--- src/hdl/noc_pkg.sv ---
`default_nettype none

package noc_pkg;

	typedef logic [7:0] byte_t;
	typedef logic [7:0] node_id_t;   // Zero is never a valid node
	typedef logic [2:0] len_code_t;  // 1 to 128 bytes
	typedef logic [1:0] alen_code_t; // 1, 2, 4 or 8 bytes
	typedef logic [1:0] rc_t;

	typedef enum logic [2:0] {
		CMD_NOP   = 3'd0,
		CMD_READ  = 3'd1,
		CMD_WRITE = 3'd2
	} cmd_e;

	// Header byte as it arrives, alen in the top bits
	typedef struct packed {
		alen_code_t alen;
		len_code_t  dlen;
		cmd_e       cmd;
	} noc_hdr_t;

	typedef enum logic {
		RESP_WRITE,
		RESP_ERROR
	} resp_kind_e;

	typedef struct packed {
		resp_kind_e kind;
		rc_t        rc;
		node_id_t   dest;
		node_id_t   src;
		byte_t      length; // Accepted data bytes
	} resp_req_t;

	localparam rc_t RC_OK      = 2'd0;
	localparam rc_t RC_DROPPED = 2'd2;

	localparam logic [5:0] HDR_WRITE_RESP = 6'd4;
	localparam byte_t      HDR_ERROR_MSG  = 8'd5;
	localparam byte_t      MSG_ADDR       = 8'h42;
	localparam byte_t      MSG_ERR_ID     = 8'h03;

	function automatic byte_t decode_alen(alen_code_t code);
		return byte_t'(1) << code;
	endfunction

	function automatic byte_t decode_dlen(len_code_t code);
		return byte_t'(1) << code;
	endfunction

endpackage

`default_nettype wire

--- src/hdl/perm_pkg.sv ---
`default_nettype none

package perm_pkg;

	localparam int LANE_BYTES = 8;

	// 25 lanes make up the 200-byte permutation state
	localparam int LANES_DEFAULT = 25;

	// One word on the permutation port
	typedef logic [LANE_BYTES*8-1:0] lane_t;

	// Same word seen as bytes, byte 0 in bits 7:0
	typedef logic [LANE_BYTES-1:0][7:0] lane_bytes_t;

endpackage

`default_nettype wire

--- src/hdl/len_counter.sv ---
`timescale 1ns/1ps
`default_nettype none

module len_counter #(
	parameter int WIDTH = 8
) (
	input  wire              clk,
	input  wire              rst,
	input  wire              load,
	input  wire [WIDTH-1:0]  load_value,
	input  wire              step,
	output logic [WIDTH-1:0] count,
	output logic             last
);

	always_ff @(posedge clk or posedge rst) begin
		if (rst) begin
			count <= '0;
		end else if (load) begin
			count <= load_value; // Load wins over step
		end else if (step && count != '0) begin
			count <= count - 1'b1;
		end
	end

	assign last = (count == WIDTH'(1));

	// The controller stops stepping once its field or drain has run out
	assert property (@(posedge clk) disable iff (rst) step && !load |-> count != '0)
		else $error("len_counter stepped with count at zero");

endmodule

`default_nettype wire

--- src/hdl/noc_perm_bridge.sv ---
`timescale 1ns/1ps
`default_nettype none

module noc_perm_bridge
	import noc_pkg::*;
	import perm_pkg::*;
#(
	parameter int LANES = LANES_DEFAULT
) (
	input  wire        clk,
	input  wire        rst,
	input  wire        noc_to_dev_ctl,
	input  wire byte_t noc_to_dev_data,
	output logic       noc_from_dev_ctl,
	output byte_t      noc_from_dev_data,
	output logic       pushin,
	output logic       firstin,
	output lane_t      din,
	input  wire        stopin
);

	localparam int LANE_W = $clog2(LANES + 1);

	logic              field_load;
	logic              field_step;
	logic              field_last;
	byte_t             field_count;
	logic              wr_en;
	byte_t             wr_byte;
	logic              buf_full;
	logic              resp_valid;
	resp_req_t         resp;
	logic              drain_load;
	logic              drain_step;
	logic [LANE_W-1:0] lane_count;

	noc_rx_fsm u_rx (
		.clk             (clk),
		.rst             (rst),
		.noc_to_dev_ctl  (noc_to_dev_ctl),
		.noc_to_dev_data (noc_to_dev_data),
		.field_last      (field_last),
		.field_load      (field_load),
		.field_count     (field_count),
		.field_step      (field_step),
		.buf_full        (buf_full),
		.wr_en           (wr_en),
		.wr_byte         (wr_byte),
		.resp_valid      (resp_valid),
		.resp            (resp)
	);

	// Field lengths of the packet being parsed
	len_counter #(.WIDTH($bits(byte_t))) u_field (
		.clk        (clk),
		.rst        (rst),
		.load       (field_load),
		.load_value (field_count),
		.step       (field_step),
		.count      (),
		.last       (field_last)
	);

	// Lanes still to go out during a drain
	len_counter #(.WIDTH(LANE_W)) u_lane (
		.clk        (clk),
		.rst        (rst),
		.load       (drain_load),
		.load_value (LANE_W'(LANES)),
		.step       (drain_step),
		.count      (lane_count),
		.last       ()
	);

	state_buffer #(.LANES(LANES)) u_buf (
		.clk        (clk),
		.rst        (rst),
		.wr_en      (wr_en),
		.wr_byte    (wr_byte),
		.full       (buf_full),
		.drain_load (drain_load),
		.drain_step (drain_step),
		.lane_count (lane_count),
		.stopin     (stopin),
		.pushin     (pushin),
		.firstin    (firstin),
		.din        (din)
	);

	noc_resp_tx u_tx (
		.clk               (clk),
		.rst               (rst),
		.resp_valid        (resp_valid),
		.resp              (resp),
		.noc_from_dev_ctl  (noc_from_dev_ctl),
		.noc_from_dev_data (noc_from_dev_data)
	);

endmodule

`default_nettype wire

--- src/hdl/noc_resp_tx.sv ---
`timescale 1ns/1ps
`default_nettype none

module noc_resp_tx
	import noc_pkg::*;
(
	input  wire            clk,
	input  wire            rst,
	input  wire            resp_valid,
	input  wire resp_req_t resp,
	output logic           noc_from_dev_ctl,
	output byte_t          noc_from_dev_data
);

	typedef enum logic {
		TX_IDLE,
		TX_BODY
	} tx_state_e;

	tx_state_e  state;
	resp_req_t  req;
	logic [2:0] idx;      // Body byte to send next
	logic [2:0] last_idx;
	byte_t      hdr_byte;
	byte_t      body_byte;

	// Write response is 4 bytes, error message 5
	assign last_idx = (req.kind == RESP_ERROR) ? 3'd4 : 3'd3;

	assign hdr_byte = (resp.kind == RESP_ERROR) ? HDR_ERROR_MSG : {resp.rc, HDR_WRITE_RESP};

	always_comb begin
		case (idx)
			3'd1:    body_byte = req.dest;
			3'd2:    body_byte = req.src;
			3'd3:    body_byte = (req.kind == RESP_ERROR) ? MSG_ADDR : req.length;
			default: body_byte = MSG_ERR_ID;
		endcase
	end

	always_ff @(posedge clk) begin
		if (resp_valid)
			req <= resp;
	end

	always_ff @(posedge clk or posedge rst) begin
		if (rst) begin
			state             <= TX_IDLE;
			idx               <= '0;
			noc_from_dev_ctl  <= 1'b0;
			noc_from_dev_data <= '0;
		end else begin
			case (state)
				TX_IDLE: begin
					if (resp_valid) begin
						noc_from_dev_ctl  <= 1'b1; // Header
						noc_from_dev_data <= hdr_byte;
						idx               <= 3'd1;
						state             <= TX_BODY;
					end else begin
						noc_from_dev_ctl  <= 1'b0;
						noc_from_dev_data <= '0;
					end
				end
				TX_BODY: begin
					noc_from_dev_ctl  <= 1'b0;
					noc_from_dev_data <= body_byte;
					idx               <= idx + 1'b1;
					if (idx == last_idx)
						state <= TX_IDLE;
				end
				default: state <= TX_IDLE;
			endcase
		end
	end

	// Incoming packets are at least 5 bytes, so requests never overlap a response
	assert property (@(posedge clk) disable iff (rst) resp_valid |-> state == TX_IDLE)
		else $error("response request arrived while a response was still going out");

endmodule

`default_nettype wire

--- src/hdl/noc_rx_fsm.sv ---
`timescale 1ns/1ps
`default_nettype none

module noc_rx_fsm
	import noc_pkg::*;
(
	input  wire        clk,
	input  wire        rst,
	input  wire        noc_to_dev_ctl,
	input  wire byte_t noc_to_dev_data,
	input  wire        field_last,
	output logic       field_load,
	output byte_t      field_count,
	output logic       field_step,
	input  wire        buf_full,
	output logic       wr_en,
	output byte_t      wr_byte,
	output logic       resp_valid,
	output resp_req_t  resp
);

	typedef enum logic [2:0] {
		ST_IDLE,
		ST_DEST,
		ST_SRC,
		ST_ADDR,
		ST_DATA
	} rx_state_e;

	rx_state_e state;
	noc_hdr_t  hdr_in;
	noc_hdr_t  hdr_q;
	node_id_t  dest_id;
	node_id_t  src_id;
	byte_t     acc_cnt;   // Bytes the buffer took in this packet
	byte_t     acc_next;
	logic      drop_seen;
	logic      drop_next;
	logic      id_zero;

	assign hdr_in  = noc_hdr_t'(noc_to_dev_data);
	assign id_zero = (noc_to_dev_data == '0);

	// Address length goes in on a good source byte, data length on the last address byte
	assign field_load  = (state == ST_SRC && !id_zero) || (state == ST_ADDR && field_last);
	assign field_count = (state == ST_ADDR) ? decode_dlen(hdr_q.dlen) : decode_alen(hdr_q.alen);
	assign field_step  = (state == ST_ADDR || state == ST_DATA) && !field_load;

	assign wr_en   = (state == ST_DATA);
	assign wr_byte = noc_to_dev_data;

	// The buffer drops anything offered while full or draining
	assign acc_next  = buf_full ? acc_cnt : acc_cnt + 1'b1;
	assign drop_next = drop_seen || buf_full;

	always_ff @(posedge clk or posedge rst) begin
		if (rst) begin
			state      <= ST_IDLE;
			hdr_q      <= '0;
			dest_id    <= '0;
			src_id     <= '0;
			acc_cnt    <= '0;
			drop_seen  <= 1'b0;
			resp_valid <= 1'b0;
		end else begin
			resp_valid <= 1'b0;
			case (state)
				ST_IDLE: begin
					// Stray data bytes and read headers fall through here
					if (noc_to_dev_ctl && hdr_in.cmd == CMD_WRITE) begin
						hdr_q     <= hdr_in;
						acc_cnt   <= '0;
						drop_seen <= 1'b0;
						state     <= ST_DEST;
					end
				end
				ST_DEST: begin
					dest_id <= noc_to_dev_data;
					if (id_zero) begin
						resp_valid <= 1'b1; // Error message
						state      <= ST_IDLE;
					end else begin
						state <= ST_SRC;
					end
				end
				ST_SRC: begin
					src_id <= noc_to_dev_data;
					if (id_zero) begin
						resp_valid <= 1'b1;
						state      <= ST_IDLE;
					end else begin
						state <= ST_ADDR;
					end
				end
				ST_ADDR: begin
					if (field_last)
						state <= ST_DATA; // Address bytes are only counted
				end
				ST_DATA: begin
					acc_cnt   <= acc_next;
					drop_seen <= drop_next;
					if (field_last) begin
						resp_valid <= 1'b1;
						state      <= ST_IDLE;
					end
				end
				default: state <= ST_IDLE;
			endcase
		end
	end

	always_ff @(posedge clk) begin
		if (state == ST_DEST && id_zero) begin
			resp <= '{kind: RESP_ERROR, rc: RC_OK, dest: noc_to_dev_data,
				src: src_id, length: '0};
		end else if (state == ST_SRC && id_zero) begin
			resp <= '{kind: RESP_ERROR, rc: RC_OK, dest: dest_id,
				src: noc_to_dev_data, length: '0};
		end else if (state == ST_DATA && field_last) begin
			// Response goes back to the sender, so the IDs swap
			resp <= '{kind: RESP_WRITE, rc: (drop_next ? RC_DROPPED : RC_OK),
				dest: src_id, src: dest_id, length: acc_next};
		end
	end

endmodule

`default_nettype wire

--- src/hdl/state_buffer.sv ---
`timescale 1ns/1ps
`default_nettype none

module state_buffer
	import noc_pkg::*;
	import perm_pkg::*;
#(
	parameter int LANES = LANES_DEFAULT,
	localparam int LANE_W = $clog2(LANES + 1)
) (
	input  wire              clk,
	input  wire              rst,
	input  wire              wr_en,
	input  wire byte_t       wr_byte,
	output logic             full,
	output logic             drain_load,
	output logic             drain_step,
	input  wire [LANE_W-1:0] lane_count,
	input  wire              stopin,
	output logic             pushin,
	output logic             firstin,
	output lane_t            din
);

	localparam int TOTAL  = LANES * LANE_BYTES;
	localparam int FILL_W = $clog2(TOTAL + 1);

	lane_bytes_t       mem [LANES];
	logic [FILL_W-1:0] fill;
	logic [LANE_W-1:0] lane_idx;
	logic              accept;
	logic              draining;

	// Fill stays at TOTAL until the last lane leaves, so full covers the drain too
	assign full   = (fill == FILL_W'(TOTAL));
	assign accept = wr_en && !full;

	assign drain_load = accept && (fill == FILL_W'(TOTAL - 1)); // Lane count starts at LANES
	assign draining   = full && (lane_count != '0);
	assign drain_step = draining && !stopin;
	assign lane_idx   = LANE_W'(LANES) - lane_count;

	always_ff @(posedge clk) begin
		if (accept)
			mem[fill / LANE_BYTES][fill % LANE_BYTES] <= wr_byte;
	end

	always_ff @(posedge clk or posedge rst) begin
		if (rst) begin
			fill <= '0;
		end else if (accept) begin
			fill <= fill + 1'b1;
		end else if (drain_step && lane_count == LANE_W'(1)) begin
			fill <= '0; // Last lane out, open for new bytes
		end
	end

	always_ff @(posedge clk or posedge rst) begin
		if (rst) begin
			pushin  <= 1'b0;
			firstin <= 1'b0;
			din     <= '0;
		end else begin
			pushin  <= drain_step;
			firstin <= drain_step && (lane_count == LANE_W'(LANES));
			din     <= drain_step ? lane_t'(mem[lane_idx]) : '0;
		end
	end

	// A lane is only launched on a clock where the permutation block was not stalling
	assert property (@(posedge clk) disable iff (rst) pushin |-> !$past(stopin))
		else $error("pushin raised for a cycle with stopin high");

endmodule

`default_nettype wire
--- config.mk ---
export PLATFORM = sky130hd
export DESIGN_NAME = noc_perm_bridge
export DESIGN_NICKNAME = d
export VERILOG_FILES = /design/src/hdl/noc_pkg.sv /design/src/hdl/perm_pkg.sv /design/src/hdl/len_counter.sv /design/src/hdl/noc_perm_bridge.sv /design/src/hdl/noc_resp_tx.sv /design/src/hdl/noc_rx_fsm.sv /design/src/hdl/state_buffer.sv
export SDC_FILE = /design/constraint.sdc
export NUM_CORES = 2
export LEC_CHECK = 0
export BUFFER_PORTS_ARGS = -buffer_cell sky130_fd_sc_hd__buf_2
export CAP_MARGIN = 20
export CELL_PAD_IN_SITES_DETAIL_PLACEMENT = 2
export CELL_PAD_IN_SITES_GLOBAL_PLACEMENT = 2
export CORE_MARGIN = 5
export CORE_UTILIZATION = 44
export DETAILED_ROUTE_END_ITERATION = 12
export PLACE_DENSITY_LB_ADDON = 0.12
export SLEW_MARGIN = 40
export SYNTH_ARGS = -nofsm -noshare
export SYNTH_HDL_FRONTEND = slang
export SYNTH_SLANG_ARGS = --single-unit
--- constraint.sdc ---
create_clock -name clk -period 3.9 [get_ports clk]
set_input_delay 0.195 -clock clk [delete_from_list [all_inputs] [get_ports clk]]
set_output_delay 0.195 -clock clk [all_outputs]
set_load 0.005 [all_outputs]
[Word level (Yosys, flattened, before mapping)]
Memory sizes are Yosys's and may differ from the RTL's.
Index checks and enable logic that the tools add are counted.
Widths: inputs -> output; s select.
Word-level totals
  bits in registers: 186
  RAM bits: 1600
  output and inout bits: 75
  word-level logic and storage cells: 136
  memories: 1
Memory list
  u_buf.mem: depth 25, bits a word 64, read ports 1, clocked after memory_dff 0, write ports 1, RTL line state_buffer.sv:28  | lane_bytes_t mem [LANES];
Operators by class
  $add $sub $neg: 6
  magnitude comparators: 2
  shift operators: 2
  eq/ne operators: 18
  multiplexer cells: 42
  bitwise logic cells: 1
  reduce and logical (&&, ||, !) cells: 37
Operator list (number)
  $mux 64: 2
  $mux 8: 11
  $mux 24: 3
  $pmux 8 s2: 2
  $demux 8 s3: 1
  $pmux 8 s3: 1
  $add 8x1->8 const B: 2
  $eq 8x8->1 const B: 2
  $logic_and 1x1->1: 16
  $eq 3x2->1 const B: 5
  $mux 3: 5
  $pmux 3 s5: 1
  $mux 5: 2
  $eq 8x1->1 const B: 1
  $logic_not 8->1: 1
  $pmux 1 s2: 4
  $reduce_bool 2->1: 4
  $reduce_bool 8->1: 1
  $shl 1x2->8 const A: 1
  $shl 1x3->8 const A: 1
  $sub 8x1->8 const B: 1
  $eq 3x1->1 const B: 2
  $mux 1: 6
  $mux 2: 3
  other kinds (21): 30

[Depth between registers and ports, before layout]
  depth after elaboration: 9
  gate-level depth with buffers: 14
  depth with buffers taken out: 7

[By module]
A second synthesis with hierarchy kept.
Second synthesis, totals
  cells, all modules: 3876
  area, all modules: 71482.3 µm²
By module, submodules not included
  state_buffer: cells each 3460, times used 1, area an instance 66406.2 µm², seq. area each 49897.9 µm²
  noc_rx_fsm: cells each 227, times used 1, area an instance 2752.6 µm², seq. area each 1531.5 µm²
  noc_resp_tx: cells each 89, times used 1, area an instance 1441.4 µm², seq. area each 1076.0 µm²
  len_counter (u_field): cells each 64, times used 1, area an instance 556.8 µm², seq. area each 200.2 µm²
  len_counter (u_lane): cells each 34, times used 1, area an instance 317.8 µm², seq. area each 125.1 µm²
  noc_perm_bridge: cells each 2, times used 1, area an instance 7.5 µm², seq. area each 0.0 µm²

[Least setup slack after synthesis]
Ideal clock, no wire load.
  path type: register to register
  from: register u_lane.count[0]
  to: register u_buf.din[29]
  stages on the path, launching flop included: 14
  setup slack: 0.836 ns
  period minus slack after synthesis: 3.064 ns
  required time: 3.769 ns
  setup time: 0.131 ns
  arrival time: 2.933 ns
  cell sequence: dfrtp_1 -> buf_2 -> buf_2 -> buf_2 -> inv_1 -> buf_2 -> buf_1 -> ha_1 -> nor4b_2 -> nor4_4 -> nand3_1 -> buf_1 -> a21oi_1 -> or3_1
On the way
  word-level cells in the longest chain between the ends: 4
  elaborated cells on any way between the ends: 6
Ends and longest elaborated chain
  start: declaration: RTL line len_counter.sv:12  | output logic [WIDTH-1:0] count,
  start signal: assignment: RTL line len_counter.sv:20  | count <= load_value;
  start signal: assignment: RTL line len_counter.sv:22  | count <= count - 1'b1;
  branches (longest 3 deep; another with $mem_v2 25x64)
  $mux 64 (*): RTL line state_buffer.sv:66  | din <= drain_step ? lane_t'(mem[lane_idx]) : '0;
  end signal: assignment: RTL line state_buffer.sv:66
  end: declaration: RTL line state_buffer.sv:22  | output lane_t din
Every way passes the cells marked *.
A chain may end at the register's enable or synchronous reset.

[Worst setup path in the final report]
  from: register u_lane.count[1]
  to: register u_buf.din[30]
The elaborated chain is that of the path after synthesis.

==> impl_metrics.json <==
{
  "drc": 0,
  "hold_viol": 0,
  "final.setup_skew_ns": 0.0291,
  "crit_fanout": 35,
  "routed.top_layer": "met5",
  "report.final.slew_viol_count": 0,
  "fillCellCount": 13804,
  "synth-main-ff-cell": "edfxtp_1",
  "max_slew_margin": 0.387,
  "total_power_uw": 41700,
  "cts_resized": 0,
  "endpoint_kind": "register",
  "status": "finished clean",
  "ant_nets": 0,
  "ios": 87,
  "drive_gt1_frac": 0.234,
  "port_buffers": 86,
  "postCtsSetupRepairBufs": 0,
  "via_count": 39008,
  "synth_area_leader_cell": "edfxtp_1",
  "hold_ws_ns": 0.0199,
  "crit_arrival_ns": 4.13,
  "clock-root-buffer": "clkbuf_16",
  "timing.fmax_mhz": 292,
  "min_path_type": "input port to async pin",
  "ys_seq_elements": 1785,
  "ys_async_sr_fraction": 0.0751,
  "grt_overflow_total": 0,
  "cts_tree": "yes",
  "netlist_area_sq_um": 69700,
  "drt-met1-wl_microns": 93300,
  "startpoint_type": "register",
  "syn_area_per_cell_sq_um": 18.2,
  "synthCells": 3821,
  "synth_edf_count": 1641,
  "grt_use_total": 0.273,
  "power_density_nw_per_um2": 516,
  "viasPerCell": 6.08,
  "finalWeightedCongestion": 0.804,
  "wl_met3_microns": 16600,
  "dp_hpwl_microns": 145000,
  "yosysWarnings": 0,
  "grt_max_degree": 138,
  "antenna_found_initial": 12,
  "fp.dieH_microns": 408,
  "clock_latency_ns": 0.82,
  "rows": 146,
  "finalSetupTns_ns": 0,
  "post-route-min-period_ns": 3.43,
  "synth_cell_type_count": 69,
  "die_area_sq_um": 166000,
  "ys_seq_area_frac": 0.758,
  "routed_wirelength_microns": 230000,
  "wl_per_cell_microns": 35.8,
  "die-width_microns": 408,
  "cts_num_sinks": 1785,
  "core_sq_um": 158000,
  "irDropWorstVdd_mv": 0.430,
  "numCtsBuffers": 189,
  "layout_commonest_cell": "edfxtp_1",
  "final_cell_mix": "edfxtp_1 (1641), mux2i_1 (293), buf_4 (268)",
  "r2r-start": "u_lane.count[1]",
  "dr.pass1.iters": 5,
  "drt-initial-drc-count": 4146,
  "r2r_setup_slack_ns": 0.47,
  "crit_end": "u_buf.din[30]",
  "nets": 4205,
  "grt_pass1_vias": 42304,
  "path_class": "register to register",
  "area_growth_pct": 16.1,
  "clk_pin_slew_ns": 0.06,
  "worst_slew_pin_slew_ns": 0.920,
  "timing.rr.end": "u_buf.din[30]",
  "netlist.area_leader.share": 0.707,
  "clockBufferDepth": 3,
  "route.met2.wl_microns": 110000,
  "synthTopCellsByArea": "edfxtp_1 (71%), mux4_2 (8.6%), dfrtp_1 (4.8%)",
  "grt_pass1_wl_microns": 325000,
  "setup_viol": 0,
  "syn_nets": 3847,
  "worstPathRequired_ns": 4.60,
  "maxCapViolCount": 0,
  "crit_start": "u_lane.count[1]",
  "reg2reg_depth": 9,
  "finalCritPeriodShare": 0.879,
  "rsz0062_at_grt": "false",
  "ctsHtreeMaxLevel": 4,
  "leakage_uw": 0.0280,
  "start_util": 0.441
}
==> area by class of cell <==
class	instances	area, sq um	share of cell area
antenna	4	10.0	0.000124
clock buffer	246	5150	0.0636
clock inverter	108	1070	0.0132
inverter	45	174	0.00215
multi-input combinational	1762	15900	0.196
sequential	1785	52800	0.653
tap	2072	2590	0.0320
timing repair buffer	396	3200	0.0396
==> flip-flops by register name, indices dropped and copies added, names as in the netlist, 8 cells and up <==
| name | count |
|---|---|
| u_rx.dest_id | 8 |
| u_buf.mem | 1600 |
| u_buf.din | 64 |
| u_rx.resp | 26 |
| u_rx.acc_cnt | 8 |
| u_field.count | 8 |
| u_tx.req | 25 |
| u_rx.src_id | 8 |
| u_tx.noc_from_dev_data | 8 |
| u_buf.fill | 8 |
==> cells by family (layout without fill, tap and decap cells) <==
kind of cell    after synthesis  after routing  synth area share
other cells                   0              4                 0
simple gates                658            658            0.0419
fa+ha+maj                    14             14           0.00251
compound gates              485            485            0.0455
flops                      1785           1785             0.758
xor+xnor                     21             21           0.00275
buf+inv                     274            795            0.0172
mux                         584            584             0.132
==> worst max-delay path, cell delays in order (launching register included) <==
cell	delay [ns]
dfrtp_4	0.62
inv_1	0.20
ha_4	0.65
buf_12	0.35
buf_12	0.29
mux4_2	0.24
nor2_1	0.05
nor2_1	0.38
o221ai_1	0.22
a221oi_1	0.27
==> how the worst min path moves through the flow <==
stage                             startpoint         endpoint  slack [ns]  depth (start not counted)
after floorplan           noc_to_dev_data[0]  u_buf.mem[0][0]        0.29                          0
after global placement                   rst    u_buf.din[55]        0.33                          2
after detailed placement                 rst    u_buf.din[55]        0.35                          2
after CTS                                rst    u_buf.din[54]        0.02                          3
after global routing                     rst    u_buf.din[57]        0.04                          3
final                                    rst    u_buf.din[55]        0.02                          3
==> metrics by stage <==
stage | setup slack [ns] | utilization | instance area [sq um] | instances
floorplan | 0.122 | - | 69700 | 3821
global placement | 0.616 | 0.471 | 74400 | 6046
detailed placement | 0.569 | 0.472 | 74500 | 6050
CTS | 0.496 | 0.512 | 80900 | 6414
global route | 0.435 | 0.512 | 80900 | 6414
finish | 0.472 | 0.512 | 80900 | 6418
==> power breakdown <==
part | internal, uW | switching (uW)
combinational | 779 | 1390
sequential | 21100 | 269
clock | 10500 | 7690
total | 32400 | 9340
==> timing repair <==
action | CTS | global route
endpoints found under the setup margin | 0 | 0
hold buffers | 10 | 0
endpoints found under the hold margin | 292 | 0
==> synthesized netlist by cell type, types with 22 or more instances <==
cell,count
mux2_2,25
nand2_1,215
inv_1,45
clkbuf_1,106
o32a_1,22
a22oi_1,126
nand3_1,56
a21oi_1,154
dfrtp_1,134
or3_1,29
o21ai_0,86
mux4_2,266
buf_1,23
buf_2,86
mux2i_1,293
edfxtp_1,1641
nor2_1,276
==> routing by layer <==
metal  vias to the layer above  global-route usage
li1                      15917                   -
met1                     21159               0.367
met2                      1526               0.441
met3                       402              0.0595
met4                         4               0.105
met5                         -                   0
No activity file was read; power rests on OpenSTA's default activity.
